<file path="src/source/sdramRefreshSched.sv">
`timescale 1ns/100ps
`default_nettype none

module sdramRefreshSched #(
	parameter int PowerUpCycles = 10000,
	parameter int RefreshCycles = 390
) (
	input  logic sys_clk,
	input  logic rstn,
	input  logic refreshIssued,
	output logic powerUpDone,
	output logic refreshDue
);

	localparam int PowerUpWidth  = $clog2(PowerUpCycles + 1);
	localparam int IntervalWidth = $clog2(RefreshCycles + 1);

	logic [PowerUpWidth-1:0]  powerUpCnt;
	logic [IntervalWidth-1:0] intervalCnt;

	// Power-up wait, stops at the limit so the done level holds
	always_ff @(posedge sys_clk or negedge rstn) begin
		if (!rstn) begin
			powerUpCnt <= '0;
		end else if (!powerUpDone) begin
			powerUpCnt <= powerUpCnt + 1'b1;
		end
	end

	assign powerUpDone = (powerUpCnt == PowerUpWidth'(PowerUpCycles));

	// Refresh interval
	// Starts once the power-up wait is over
	always_ff @(posedge sys_clk or negedge rstn) begin
		if (!rstn) begin
			intervalCnt <= '0;
		end else if (refreshIssued) begin
			intervalCnt <= '0; // Restart from the refresh just issued
		end else if (powerUpDone && !refreshDue) begin
			intervalCnt <= intervalCnt + 1'b1;
		end
	end

	// Saturated count keeps the request up until it is served
	assign refreshDue = (intervalCnt == IntervalWidth'(RefreshCycles));

endmodule

`default_nettype wire

</file>
<file path="config.mk">
export PLATFORM = sky130hd
export DESIGN_NAME = sdramRefreshSched
export DESIGN_NICKNAME = d
export VERILOG_FILES = /design/src/source/sdramRefreshSched.sv
export SDC_FILE = /design/constraint.sdc
export NUM_CORES = 1
export LEC_CHECK = 0
export BUFFER_PORTS_ARGS = -buffer_cell sky130_fd_sc_hd__buf_2
export CAP_MARGIN = 20
export CORE_AREA = 8 8 60 62
export DETAILED_ROUTE_END_ITERATION = 8
export DIE_AREA = 0 0 68 70
export GPL_TIMING_DRIVEN = 0
export SLEW_MARGIN = 10
export SYNTH_ARGS = -nofsm -noshare
export SYNTH_HDL_FRONTEND = slang
export SYNTH_SLANG_ARGS = --single-unit
</file>
<file path="constraint.sdc">
create_clock -name sys_clk -period 1.9 [get_ports sys_clk]
set_input_delay 0.38 -clock sys_clk [delete_from_list [all_inputs] [get_ports sys_clk]]
set_output_delay 0.38 -clock sys_clk [all_outputs]
set_load 0.03 [all_outputs]
</file>
Word level (Yosys, flattened, before mapping)
Index checks and enable logic that the tools add are counted.
{"block": "word_totals", "regBits": 23, "word_cells": 11, "output_inout_bits": 2, "in_bits": 3}
{"block": "classes", "n_addsub": 2, "reduce_logical": 3, "n_eq_ne": 2, "muxes": 2}
{"cell": "two-way mux 9 bit", "n": 2}
{"cell": "adder 14 x 1 -> 14 bit, second input constant", "n": 1}
{"cell": "== test 14 bit, second input constant", "n": 1}
{"cell": "adder 9 x 1 -> 9 bit, second input constant", "n": 1}
{"cell": "== test 9 bit, second input constant", "n": 1}
{"cell": "nonzero test 2 bit", "n": 1}
{"cell": "logical AND 1 bit", "n": 1}
{"cell": "logical NOT 1 bit", "n": 1}

Depth between registers and ports, before layout
{"block": "depth", "depth_word": 5, "mapped_depth": 8, "mapped_depth_nobuf": 6}

Worst setup path before layout
Ideal clock, no wire load.
{"block": "synth_path", "kind": "register to output", "start": "register powerUpCnt[0]", "end": "output port powerUpDone", "path_stages_with_launch": 8, "n_path_buf": 2, "t_arrival_ns": 1.514, "setup_slack_ns": 0.006, "t_required_ns": 1.520, "cell_sequence": "dfrtp_1 inv_1 ha_1 and4bb_2 nand4_1 buf_2 buf_2 inv_1"}
{"block": "synth_via", "elab_chain_cells": 1}
{"item": "from (decl)", "line": "18", "text": "logic [PowerUpWidth-1:0] powerUpCnt;"}
{"item": "from (signal assigned)", "line": "26", "text": "powerUpCnt <= powerUpCnt + 1'b1;"}
{"item": "== test 14 bit", "line": "30", "text": "assign powerUpDone = (powerUpCnt == PowerUpWidth'(PowerUpCycles));"}
{"item": "to (decl)", "line": "11", "text": "output logic powerUpDone,"}
No other way between the ends.

Worst setup path in the final report
{"block": "layout_path", "start": "register powerUpCnt[1]", "end": "output port powerUpDone"}
Same word-level chain as after synthesis.

==> results.toml <==
[floorplanning]
initial_core_util_pct = 42.6
die_width_um = 68
dieHeight_um = 70
num_rows = 19
coreArea_mm2 = 0.00266
die_area_mm2 = 0.00476
io_pins = 5

[power]
sw_frac_of_total_pct = 22.4
p_leak_nw = 0.580
p_seq_share_pct = 66.7
p_per_area_mw_per_mm2 = 530
vdd_drop_max_mv = 0.363
power_switching_w = 0.000165
clockPowerShare_pct = 31.4
p_comb_share_pct = 1.9
p_int_w = 0.000569

[place]
dp.cells = 145
place_congestion = 0.815
numPortBuffers = 3
dpl.hpwl_um = 1470
dpl_worst_slack_ps = -283

[global_routing]
grt_start_max_net_pins = 24
grt_pass1_vias = 832
antenna_found_initial = 0
grt_pass1_wl_um = 3790
grtUsageTotal_pct = 9.93
overflow = 0

[run_status]
status = "complete, but fails checks"
violations = "negative setup slack"

[synthesis]
synth_area_mm2 = 0.00113
yosysSeqAreaShare_pct = 50.8
synth-seq-cells = 23
syn-num-nets = 118
syn_inst = 111
synth_cell_types = 22
yosys_warnings = 0
synth_area_per_cell_um2 = 10.2

[min_path]
hold_path_class = "primary input to async pin"

[layout]
diodes = 0
layout-drive-gt1-share_pct = 32.0
fin_cells = 159
area_delta_synth_final_pct = 22.2
nFillCells = 240
final_common_cell = "dfrtp_1"
layout_common_cells = "22 x dfrtp_1, 11 x nand2_1, 11 x buf_4"
finalNetCount = 136

[clock_network]
cts_sinks = 23
cts_tree = "done"
clk_pin_slew_ps = 130
root_buffer = "clkbuf_4"
h-tree-depth = 1
cts_made_buffers = 3
clockBufferDepth = 2
cts_hold_buf = 0
worstSkewPairLatency_ps = 310

[timing]
fin_skew_ps = 7.95
slew_headroom_pct = 63.7
drv_slew = 0
rsz0062_at_grt = "true"
setup_viol = 2
period_share_pct = 105
tightest_slew_ps = 545
hold_viol = 0
fin_ws_ps = -94.9
post-route-min-period_ps = 1990
fmax_mhz = 501

[route]
postRouteAntennaNets = 0
wl_um = 2190
drt-vias-per-instance = 5.47
vias = 869
drc_errors = 0
drtIter0Drc = 36
detail_route.wl_per_cell_um = 13.8
dr.pass1.iters = 4

[setup_path]
cp_data_required_time_ps = 1520
end_kind = "output port"
arrival_ps = 1610
startpoint_type = "flip-flop"
ff2ff_path_depth = 8
path_max_fanout = 2
criticalPathCategory = "flip-flop to output port"

[job]
maxCapViolCount = 0
-- state kept, by name, summed over array words and instances (netlist names) --
| name | count |
|---|---|
| powerUpCnt | 14 |
| intervalCnt | 9 |
-- layer usage --
| layer | part of all wire [%] | track usage (%) | vias up | wire (um) |
|---|---|---|---|---|
| li1 | - | - | 433 | - |
| met1 | 48 | 13.2 | 427 | 1050 |
| met2 | 49 | 15.2 | 7 | 1070 |
| met3 | 2.7 | 1.59 | 2 | 60 |
| met4 | 0.64 | 4.10 | 0 | 14 |
| met5 | 0 | 0 | - | 0 |
-- logic make-up (layout without fill, tap and decap cells) --
logic type	count (synthesis)	after routing	share of synthesized area [%]
compound gates	19	19	9.49
xor+xnor	12	12	9.27
fa+ha+maj	4	4	4.42
buf+inv	8	25	2.87
flops	23	23	50.8
mux	1	1	0.993
simple gates	44	44	22.2
-- final cells by class --
class	instances	area, um^2	area share (%)
Clock buffer	3	22.5	1.63
Clock inverter	1	5.00	0.361
Inverter	5	18.8	1.36
Buffer	2	15.0	1.08
Tap cell	31	38.8	2.80
Sequential cell	23	577	41.6
Timing Repair Buffer	14	110	7.95
Multi-Input combinational cell	80	598	43.2
-- synth_stat cells (all sizes together) --
cell	number	area share, %
nor2	5	1.7
inv	5	1.7
nand2	11	3.6
nand3	6	2.6
and4	1	0.77
xnor2	8	6.2
buf	3	1.2
mux2	1	0.99
nor3	1	0.44
dfrtp	23	51
or4	6	4.0
nand4	6	3.3
ha	4	4.4
a21oi	9	4.0
o31ai	5	3.3
and3	2	1.1
or3	4	2.2
and4bb	1	1.1
nor4b	1	1.3
o21ai	5	2.2
xor2	4	3.1
-- power groups by stage --
stage / Sequential, W / Combinational [W] / Clock, W
after floorplan: 0.000499 / 0.00000239 / 0
after global placement: 0.000499 / 0.0000142 / 0
after detailed placement: 0.000499 / 0.0000144 / 0
after CTS: 0.000490 / 0.0000145 / 0.000241
after global routing: 0.000490 / 0.0000177 / 0.000261
final: 0.000489 / 0.0000142 / 0.000230
-- worst max-delay path: stages (launching register included) --
cell      delay [ps]
dfrtp_1          420
inv_2             80
ha_4             120
and4bb_2         230
nand4_1          120
buf_6            160
inv_2             40
buf_6            120
-- metrics by stage --
| stage | power (W) | setup TNS [ps] | instance area, um^2 | hold WS [ps] | util [%] |
|---|---|---|---|---|---|
| floorplan | 0.000501 | 0 | 1130 | 84.4 | - |
| global placement | 0.000513 | -467 | 1190 | 382 | 44.6 |
| detailed placement | 0.000513 | -615 | 1190 | 385 | 44.6 |
| CTS | 0.000745 | -173 | 1310 | 23.7 | 49.2 |
| global route | 0.000768 | -471 | 1390 | 54.8 | 52.0 |
| finish | 0.000734 | -99.9 | 1390 | 8.24 | 52.0 |
-- final timing paths --
check                                from              to  slack, ps
max                         powerUpCnt[1]     powerUpDone        -90
min                                  rstn  intervalCnt[8]          8
max reg2reg                 powerUpCnt[1]  intervalCnt[4]          0
min reg2reg                powerUpCnt[10]  powerUpCnt[10]        480
max in group asynchronous            rstn  intervalCnt[3]       1520
min in group sys_clk       powerUpCnt[10]  powerUpCnt[10]        480
-- timing repair --
| item | 4_1_cts | 5_1_grt |
|---|---|---|
| endpoints found under the setup margin | 12 | 11 |
| buffers inserted | 8 | 3 |
| gates resized for setup | 14 | 13 |
| pin swaps | 6 | 6 |
Power figures use the tool's default switching activity.
