## config.mk

```make
export PLATFORM = sky130hd
export DESIGN_NAME = sdramCmdSeq
export DESIGN_NICKNAME = d
export VERILOG_FILES = /design/src/source/sdramGeomPkg.sv /design/src/source/sdramCmdPkg.sv /design/src/source/sdramCmdSeq.sv
export SDC_FILE = /design/constraint.sdc
export NUM_CORES = 1
export LEC_CHECK = 0
export BUFFER_PORTS_ARGS = -buffer_cell sky130_fd_sc_hd__clkbuf_2
export CAP_MARGIN = 20
export CORE_ASPECT_RATIO = 1.2
export CORE_MARGIN = 2
export CORE_UTILIZATION = 25
export DETAILED_ROUTE_END_ITERATION = 10
export REMOVE_ABC_BUFFERS = 1
export SYNTH_ARGS = -nofsm -noshare
export SYNTH_HDL_FRONTEND = slang
export SYNTH_SLANG_ARGS = --single-unit
```

## constraint.sdc

```tcl
create_clock -name sys_clk -period 2.6 [get_ports sys_clk]
set_input_delay 0.52 -clock sys_clk [delete_from_list [all_inputs] [get_ports sys_clk]]
set_output_delay 0.52 -clock sys_clk [all_outputs]
set_load 0.01 [all_outputs]
```

## src/source/sdramGeomPkg.sv

```systemverilog
`default_nettype none

package sdramGeomPkg;

	// Host side word address and data
	localparam int AddrWidth = 22;
	localparam int DataWidth = 16;

	// Address fields, bank on top, column at the bottom
	localparam int BankWidth = 2;
	localparam int RowWidth  = 12;
	localparam int ColWidth  = 8;

	localparam int RowLsb  = ColWidth;
	localparam int BankLsb = ColWidth + RowWidth; // 20

	// One mask bit per byte lane
	localparam int MaskWidth = DataWidth / 8;

endpackage

`default_nettype wire

```

## src/source/sdramCmdPkg.sv

```systemverilog
`default_nettype none

package sdramCmdPkg;

	localparam int SdramAddrWidth = 12;

	// {csN, rasN, casN, weN}
	typedef enum logic [3:0] {
		CmdModeSet   = 4'b0000,
		CmdRefresh   = 4'b0001,
		CmdPrecharge = 4'b0010,
		CmdActive    = 4'b0011,
		CmdWrite     = 4'b0100,
		CmdRead      = 4'b0101,
		CmdNop       = 4'b0111
	} sdramCmd;

	// CAS latency 2, sequential, burst length 1
	localparam logic [SdramAddrWidth-1:0] ModeRegValue = 12'h020;

	// A10 selects auto precharge on READ/WRITE and all banks on PRECHARGE
	localparam int AutoPrechargeBit = 10;

endpackage

`default_nettype wire

```

## src/source/sdramCmdSeq.sv

```systemverilog
`timescale 1ns/100ps
`default_nettype none

module sdramCmdSeq
	import sdramGeomPkg::*, sdramCmdPkg::*;
#(
	parameter int InitRefreshes = 8
) (
	input  logic                      sys_clk,
	input  logic                      rstn,

	// Refresh scheduler
	input  logic                      powerUpDone,
	input  logic                      refreshDue,
	output logic                      refreshIssued,

	// Host strobes and wait
	input  logic                      hostRead,
	input  logic                      hostWrite,
	output logic                      hostWait,

	// Host port
	input  logic [BankWidth-1:0]      bank,
	input  logic [RowWidth-1:0]       row,
	input  logic [ColWidth-1:0]       col,
	input  logic                      reqWrite,
	output logic                      accept,
	output logic                      driveData,

	// SDRAM command and address pins
	output logic                      csN,
	output logic                      rasN,
	output logic                      casN,
	output logic                      weN,
	output logic [BankWidth-1:0]      ba,
	output logic [SdramAddrWidth-1:0] addr
);

	localparam int RefCntWidth = $clog2(InitRefreshes + 1);

	typedef enum logic [4:0] {
		InitWait, InitPall, InitDelay1,
		InitRef, InitDelay2, InitDelay3, InitDelay4,
		InitMode,
		Idle,
		Act,
		WrDelay, WrCmd, WrDone,
		RdDelay1, RdCmd, RdDelay2, RdDone,
		RefCmd, RefDelay
	} seqState;

	seqState state;
	seqState stateNext;

	logic [RefCntWidth-1:0] initRefCnt;
	logic                   lastInitRef;
	sdramCmd                cmd;

	// Counts the init refreshes already completed
	always_ff @(posedge sys_clk or negedge rstn) begin
		if (!rstn) begin
			initRefCnt <= '0;
		end else if (state == InitDelay4) begin
			initRefCnt <= initRefCnt + 1'b1;
		end
	end

	assign lastInitRef = (initRefCnt == RefCntWidth'(InitRefreshes - 1));

	always_ff @(posedge sys_clk or negedge rstn) begin
		if (!rstn) begin
			state <= InitWait;
		end else begin
			state <= stateNext;
		end
	end

	// One access at a time, refresh first
	assign accept = (state == Idle) && !refreshDue && (hostRead ^ hostWrite);

	always_comb begin
		stateNext = state;
		case (state)
			InitWait:   if (powerUpDone) stateNext = InitPall;
			InitPall:   stateNext = InitDelay1;
			InitDelay1: stateNext = InitRef;
			InitRef:    stateNext = InitDelay2;
			InitDelay2: stateNext = InitDelay3;
			InitDelay3: stateNext = InitDelay4;
			InitDelay4: stateNext = lastInitRef ? InitMode : InitRef;
			InitMode:   stateNext = Idle;
			Idle: begin
				if (refreshDue) begin
					stateNext = RefCmd;
				end else if (accept) begin
					stateNext = Act;
				end
			end
			Act:        stateNext = reqWrite ? WrDelay : RdDelay1; // Direction latched by now
			WrDelay:    stateNext = WrCmd;
			WrCmd:      stateNext = WrDone;
			WrDone:     stateNext = Idle;
			RdDelay1:   stateNext = RdCmd;
			RdCmd:      stateNext = RdDelay2;
			RdDelay2:   stateNext = RdDone;
			RdDone:     stateNext = Idle;
			RefCmd:     stateNext = RefDelay;
			RefDelay:   stateNext = Idle;
			default:    stateNext = Idle;
		endcase
	end

	// Command, bank and address per state
	always_comb begin
		cmd  = CmdNop;
		ba   = '0;
		addr = '0;
		case (state)
			InitPall: begin
				cmd                    = CmdPrecharge;
				addr[AutoPrechargeBit] = 1'b1; // All banks
			end
			InitRef, RefCmd: cmd = CmdRefresh;
			InitMode: begin
				cmd  = CmdModeSet;
				addr = ModeRegValue;
			end
			Act: begin
				cmd                 = CmdActive;
				ba                  = bank;
				addr[RowWidth-1:0]  = row;
			end
			WrCmd, RdCmd: begin
				cmd                    = (state == WrCmd) ? CmdWrite : CmdRead;
				ba                     = bank;
				addr[ColWidth-1:0]     = col;
				addr[AutoPrechargeBit] = 1'b1; // Close the row after the access
			end
			default: cmd = CmdNop;
		endcase
	end

	assign {csN, rasN, casN, weN} = cmd;

	assign driveData     = (state == WrCmd);
	assign refreshIssued = (state == RefCmd);

	// Low for the last cycle of an access only, read data is on dq then
	assign hostWait = !((state == WrDone) || (state == RdDone));

endmodule

`default_nettype wire

```

; Yosys cells after proc, flatten, opt, wreduce, memory -nomap -nowiden
; Index checks and enable logic that the tools add are counted.
[totals]
input_bits = 29
ff_bits = 9
elab_cells = 48
[op_classes]
n_reduce_logical = 11
eq_ne = 20
n_addsub = 1
n_bitwise = 1
mux = 13
[op_table]
columns = op, n
row1 = 5-bit case mux with 15 select lines, 1
row2 = "5-bit by 4-bit equality test with 1-bit output, second input constant", 8
row3 = 8-bit case mux with 3 select lines, 1
row4 = "5-bit by 3-bit equality test with 1-bit output, second input constant", 4
row5 = 5-bit two-way mux, 3
row6 = 3-bit case mux with 5 select lines, 1
row7 = "5-bit by 2-bit equality test with 1-bit output, second input constant", 2
row8 = "5-bit equality test, second input constant", 2
row9 = 3-bit two-way mux, 2
row10 = 3-bit OR reduction, 2
row11 = "5-bit by 1-bit equality test with 1-bit output, second input constant", 1
row12 = 5-bit logical NOT, 1
row13 = "4-bit by 1-bit adder with 4-bit output, second input constant", 1
row14 = "4-bit by 3-bit equality test with 1-bit output, second input constant", 1
row15 = 2-bit two-way mux, 2
row16 = 2-bit OR reduction, 2
row17 = "3-bit != test, second input constant", 1
row18 = 1-bit logical AND, 2
row19 = 1-bit logical NOT, 2
row20 = 1-bit two-way mux, 2
row21 = "2-bit != test, second input constant", 1
row22 = 1-bit case mux with 2 select lines, 1
row23 = 2-bit AND reduction, 1
row24 = 1-bit logical OR, 1
row25 = 1-bit bitwise XOR, 1

; Logic depth before layout (Yosys ltp)
; Gate-level depths: netlist of run 1.
[depth]
word_depth = 6
mapped_depth = 6
ltp_nobuf = 4

; Worst setup path after synthesis of run 1
; No wires, ideal clock.
[synth_path]
path_type = flip-flop to output port
startpoint = reg state[1]
endpoint = out addr[0]
required_time_ps = 2080
arrival_ps = 1307
path_slack_ps = 773
path_buffers = 1
path_stages_with_launch = 5
path_cell_list = dfrtp_1 > buf_2 > nand2b_1 > nor3_4 > a22o_1
[synth_via]
elab_chain_len = 3
elab_cells_between_ends = 6
[synth_rtl]
columns = element, line_no
row1 = "start, declared", sdramCmdSeq.sv:52  ; seqState state;
row2 = "start signal, assigned", sdramCmdSeq.sv:72  ; state <= InitWait;
row3 = "start signal, assigned", sdramCmdSeq.sv:74  ; state <= stateNext;
row4 = 5-bit by 4-bit equality test with 1-bit output, sdramCmdSeq.sv:118  ; case (state)
row5 = 2-bit OR reduction, sdramCmdSeq.sv:118
row6 = 8-bit case mux with 3 select lines *, sdramCmdSeq.sv:118
row7 = "end, declared", sdramCmdSeq.sv:36  ; output logic [SdramAddrWidth-1:0] addr
; Mark *: on every way between the ends. The rest lies on a longest branch, timed or not.

; Worst setup path in the final report of run 1
[layout_path]
startpoint = reg state[1]
endpoint = out addr[7]
; Same word-level chain as after synthesis.

==> summary.md, run 1 <==
| Metric | Value |
|---|---|
| Final nets | `187` |
| Layout cell share with drive strength beyond 1 | `0.4231` |
| Post-cts sizing count | `0` |
| Leakage | `0.5873 nW` |
| Synth top area share | `0.2469` |
| GRT overflow | `0` |
| Initial antenna violation count | `0` |
| Main synth FF type | `dfrtp_1` |
| Hold Vio Cnt, Final | `0` |
| WS Path Type | `flop to output port` |
| Routed vias | `1002` |
| Slowest stage delay, CP | `0.46 ns` |
| Die height | `70.17 um` |
| Clk_lat worst skew | `0.24 ns` |
| Cell Area, Synth | `912.1 sq um` |
| Post-synth EDFFs | `0` |
| Synth cell types | `44` |
| RSZ-0062 raised after global routing | `no` |
| Hold Slack | `0.1267 ns` |
| Crit-path max FO | `10` |
| Sequential Area | `225.2 sq um` |
| Startpoint Class | `flop` |
| Clock Sinks | `9` |
| Clk root buf | `clkbuf_8` |
| Initial Util | `0.2553` |
| Wire length per cell | `13.46 um` |
| Slowest-stage cell, CP | `dfrtp_1` |
| Vias per Instance | `5.138` |
| DR iter-0 viols | `30` |
| RePlAce Congestion | `0.7928` |
| Worst path cell trace | `nand2b_1 -> nor3_4 -> a22o_1 -> clkbuf_2` |
| I/O Buffers | `49` |
| Power, Total | `1.408 mW` |
| Fin crit period | `2.286 ns` |
| Num CTS Buffers | `3` |
| IR drop worst, VDD | `0.0003794 V` |
| Largest net degree at the start of global routing | `18` |
| Post-route DRC | `0` |
| Mean Syn Cell Area | `8.446 sq um` |
| Vias in the first global route | `962` |
| Critical Path AT | `1.77 ns` |
| DRT Pass-1 Iters | `4` |
| Final slew viol count | `0` |
| GRT Total Usage | `0.1343` |
| Final Cycle Share | `0.8792` |
| Max-cap violations | `0` |
| DIE AREA | `4150 sq um` |
| Setup slack after layout | `0.3142 ns` |
| Clock-pin slew on the worst setup and hold paths | `0.05 ns` |
| Synth top area cells | `dfrtp_1 25%, a22o_1 6.7%, nand2b_1 5.5%, buf_2 3.8%, xnor2_1 3.8%` |
| HPWL after DPL | `2077 um` |
| DRT antenna net count | `0` |
| Area growth from synthesis to layout | `35.53%` |
| Fin util | `0.3459` |
| Achievable frequency | `0.4375 GHz` |
| Layout Skew | `0.009765 ns` |
| Fin Setup TNS | `0 ns` |
| Io pins | `51` |
| Register area share after synthesis | `0.2469` |
| Worst EP required | `2.08 ns` |
| Worst Setup End Kind | `output port` |
| Worst min-delay path class | `primary input to asynchronous set/reset pin` |
| Post-Route WL | `2625 um` |
| DP Worst Slack | `0.5702 ns` |
| Antenna Diode Count | `0` |
| Row count | `24` |
| Power per standard cell area | `1139 nW/um^2` |
| Yosys reg bits | `9` |
| Most numerous cell in the Yosys netlist | `dfrtp_1` |
| CTS max path bufs | `2` |
| CTS H-tree depth | `1` |
| Hold buffers post-CTS | `0` |
| Ys async rst share | `1.000` |
| First-pass GRT wire length | `4319 um` |
| Core area | `3573 sq um` |
| Synth warn | `0` |
| Postcts setup bufs | `0` |
| Die W | `59.14 um` |
| Fill cells | `379` |
| Yosys top cell by area | `dfrtp_1` |
| Outcome | `completed` |
| Multi-input logic area | `621.8 sq um` |
| Synth cell count leaders | `9 x dfrtp_1, 8 x nand2b_1, 7 x a22o_1, 7 x buf_2, 7 x nor2_1` |
| Mapped Cells | `108` |
| Final-report setup violation count | `0` |
| CTS tree | `done` |
==> logic make-up after synthesis <==
| logic type | synth area share |
|---|---|
| buffers and inverters | 0.07132 |
| XOR/XNOR | 0.05761 |
| adder cells (fa/ha/maj) | 0.01372 |
| multiplexers | 0.02332 |
| AO/OA/AOI/OAI | 0.2648 |
| AND/OR/NAND/NOR | 0.3182 |
| flip-flops | 0.2469 |
| other | 0.004111 |
==> per-layer routing <==
metal / track usage / part of all wire
met5: 0 / 0
met4: 0.02273 / 0.0038
met3: 0.04444 / 0.090
met2: 0.2296 / 0.48
met1: 0.1625 / 0.42
==> final cells by class <==
| class | count | share of cell area |
|---|---|---|
| clock buffers | 3 | 0.03340 |
| inverters | 3 | 0.009109 |
| clock inverters | 1 | 0.004049 |
| flip-flops and latches | 9 | 0.1822 |
| repair buffers | 54 | 0.2287 |
| well taps | 39 | 0.03947 |
| multi-input cells | 86 | 0.5030 |
==> worst max-delay path, delay by kind of cell, from the launching register on <==
family	cells	cell delay (ns)
buf+inv	1	0.14
flops	1	0.46
compound gates	1	0.23
simple gates	2	0.69
==> power by group <==
part           total, mW  switching [mW]  internal, mW  leakage [nW]
sequential         0.282          0.0796         0.202         0.114
clock              0.170          0.0648         0.105        0.0255
combinational      0.956           0.531         0.426         0.447
==> state kept, by name (all words and copies together) (netlist names) <==
signal,flops
initRefCnt,4
state,5
==> path summary, 6_finish.rpt <==
path / slack [ns] / to / cells after the start / from
setup / recovery: 0.31 / addr[7] / 4 / state[1]
hold / removal: 0.13 / state[3] / 1 / rstn
setup reg to reg: 0.84 / state[3] / 5 / state[1]
hold reg to reg: 0.48 / initRefCnt[3] / 1 / initRefCnt[3]
max in group asynchronous: 2.27 / initRefCnt[3] / 1 / rstn
min in group sys_clk: 0.48 / initRefCnt[3] / 1 / initRefCnt[3]
==> cells in the final DEF (no fill, tap or decap), drive strengths merged, types with 3 or more instances in the layout <==
cell type,Yosys,final
nor3b,3,3
nor2,7,7
inv,3,3
a21oi,5,5
dfrtp,9,9
nor3,4,4
and2,5,5
nand2b,9,9
buf,10,5
a22o,7,7
o21ai,5,5
clkbuf,0,52
nand2,6,6
xnor2,4,4
==> per-stage QoR <==
step,cell area [sq um],cells
after floorplan,858.3,98
after global placement,1190,191
after detailed placement,1190,191
after CTS,1236,195
after global routing,1236,195
final,1236,195
Note: power is estimated with default switching activity, not from simulation.
==> run 2, diff against run 1 <==
--- a/config.mk
+++ b/config.mk
@@ -11,6 +11,7 @@
 export CORE_MARGIN = 2
 export CORE_UTILIZATION = 25
 export DETAILED_ROUTE_END_ITERATION = 10
+export GPL_TIMING_DRIVEN = 0
 export REMOVE_ABC_BUFFERS = 1
 export SYNTH_ARGS = -nofsm -noshare
 export SYNTH_HDL_FRONTEND = slang
==> summary.md, run 2 (synthesized netlist as in run 1, its figures left out) <==
| Metric | Value |
|---|---|
| Initial antenna violation count | `0` |
| GRT overflow | `0` |
| Vias per Instance | `5.063` |
| Power per standard cell area | `1113 nW/um^2` |
| Final Cycle Share | `0.9379` |
| Slowest stage delay, CP | `0.73 ns` |
| Worst path cell trace | `nand2b_1 -> nor3_4 -> buf_4 -> a22o_1 -> clkbuf_2` |
| Final-report setup violation count | `0` |
| Area growth from synthesis to layout | `33.20%` |
| Leakage | `0.5695 nW` |
| Largest net degree at the start of global routing | `22` |
| IR drop worst, VDD | `0.0003164 V` |
| Seq pwr share | `0.307` |
| CTS tree | `done` |
| DIE AREA | `4150 sq um` |
| Largest registers | `state (5), initRefCnt (4)` |
| Io pins | `51` |
| DRT antenna net count | `0` |
| CTS H-tree depth | `1` |
| GRT Total Usage | `0.1132` |
| Crit-path max FO | `21` |
| CTS max path bufs | `2` |
| Achievable frequency | `0.4101 GHz` |
| RSZ-0062 raised after global routing | `no` |
| DRT Pass-1 Iters | `4` |
| Commonest non-fill, non-tap cell in the layout | `clkbuf_2` |
| Core area | `3573 sq um` |
| I/O Buffers | `49` |
| First-pass GRT wire length | `3746 um` |
| Number of flip-flops in the largest register | `5` |
| Max transition margin | `0.5651` |
| Worst min-delay path class | `primary input to asynchronous set/reset pin` |
| Switching part of the total | `0.4825` |
| Initial Util | `0.2553` |
| Routed vias | `967` |
| Net Sw Power | `0.6523 mW` |
| Die W | `59.14 um` |
| RR Endpoint | `state[3]` |
| Slowest-stage cell, CP | `dfrtp_1` |
| Clock-pin slew on the worst setup and hold paths | `0.05 ns` |
| R2r startpoint | `state[2]` |
| Outcome | `completed` |
| Most frequent cells in the layout | `49 x clkbuf_2, 8 x nand2b_1, 7 x nor2_1, 7 x a22o_1, 7 x dfrtp_1` |
| Fin crit period | `2.439 ns` |
| Hold buffers post-CTS | `0` |
| WS Path Type | `flop to output port` |
| Worst Setup End Kind | `output port` |
| Post-Route WL | `2408 um` |
| Fin Setup TNS | `0 ns` |
| Max-cap violations | `0` |
| Clock network power share | `0.119` |
| Layout Skew | `0.001956 ns` |
| HPWL after DPL | `1831 um` |
| Final slew viol count | `0` |
| Final nets | `183` |
| Antenna Diode Count | `0` |
| Vias in the first global route | `853` |
| Clk_lat worst skew | `0.23 ns` |
| Post-route DRC | `0` |
| R2R depth | `4` |
| RePlAce Congestion | `0.7378` |
| Worst R2R Setup Slack | `0.70 ns` |
| Worst slew pin tran | `0.6524 ns` |
| Num CTS Buffers | `3` |
| Row count | `24` |
| Die height | `70.17 um` |
| Most flops, register | `state` |
| Comb power frac | `0.574` |
| Hold Vio Cnt, Final | `0` |
| Critical Path AT | `1.92 ns` |
| Fill cells | `391` |
| Clock Sinks | `9` |
| Wire length per cell | `12.61 um` |
| DR iter-0 viols | `17` |
| Startpoint Class | `flop` |
| Fin util | `0.3400` |
| Worst EP required | `2.08 ns` |
| Clk root buf | `clkbuf_8` |
| Layout cell share with drive strength beyond 1 | `0.4211` |
| P_int | `0.6995 mW` |
[run 2: changes by cell type in the layout (fill, tap and decap cells not counted)]
cell	change
nor3b_2	-1
dfrtp_1	-2
nor3b_4	+1
buf_4	-4
dfrtp_2	+2
[run 2: timing repair]
action,CTS,global route
endpoints found under the setup margin,0,11
setup buffers,0,1
gates resized for setup,0,3
endpoints found under the hold margin,0,0
[run 2: through the flow]
step	power [mW]	area (sq um)	std cells	hold slack, ns	setup slack, ns
floorplan	0.9159	858.3	98	0.2244	0.6707
global placement	1.168	1152	186	0.3860	0.2763
detailed placement	1.174	1152	186	0.3874	0.3084
CTS	1.342	1199	190	0.1376	0.05255
global route	1.475	1215	191	0.1484	0.006992
finish	1.352	1215	191	0.1327	0.1615
[run 2: final cells by class]
| class | instances | area, sq um | share of cell area |
|---|---|---|---|
| multi-input cells | 86 | 628.1 | 0.5170 |
| well taps | 39 | 48.80 | 0.04016 |
| clock inverters | 1 | 5.005 | 0.004119 |
| inverters | 3 | 11.26 | 0.009269 |
| clock buffers | 3 | 41.29 | 0.03399 |
| repair buffers | 50 | 252.7 | 0.2080 |
| flip-flops and latches | 9 | 227.7 | 0.1874 |
[run 2: metal layers]
| metal | vias to the layer above | global-route usage | share of wire |
|---|---|---|---|
| li1 | 480 | - | - |
| met1 | 441 | 0.1502 | 0.44 |
| met2 | 46 | 0.1864 | 0.49 |
| met3 | 0 | 0.02963 | 0.070 |
| met4 | 0 | 0.01515 | 0 |
| met5 | - | 0 | 0 |
[run 2: critical path, delay by kind of cell, from the launching register on]
| kind | cells | cell delay [ns] |
|---|---|---|
| buffers and inverters | 2 | 0.32 |
| AO/OA/AOI/OAI | 1 | 0.25 |
| AND/OR/NAND/NOR | 2 | 0.38 |
| flip-flops | 1 | 0.73 |
[run 2: worst max path at each step]
stage	startpoint	end	slack [ns]
final	state[2]	addr[7]	0.16
after CTS	state[0]	addr[6]	0.05
after floorplan	state[1]	addr[0]	0.67
after global placement	state[0]	addr[6]	0.28
after global routing	state[4]	addr[7]	0.007
after detailed placement	state[0]	addr[6]	0.31
[run 2: power by group through the flow]
| stage | clock, mW | combinational, mW | sequential (mW) |
|---|---|---|---|
| after floorplan | 0 | 0.563 | 0.353 |
| after global placement | 0 | 0.757 | 0.412 |
| after detailed placement | 0 | 0.765 | 0.409 |
| after CTS | 0.169 | 0.766 | 0.407 |
| after global routing | 0.177 | 0.865 | 0.433 |
| final | 0.161 | 0.775 | 0.415 |
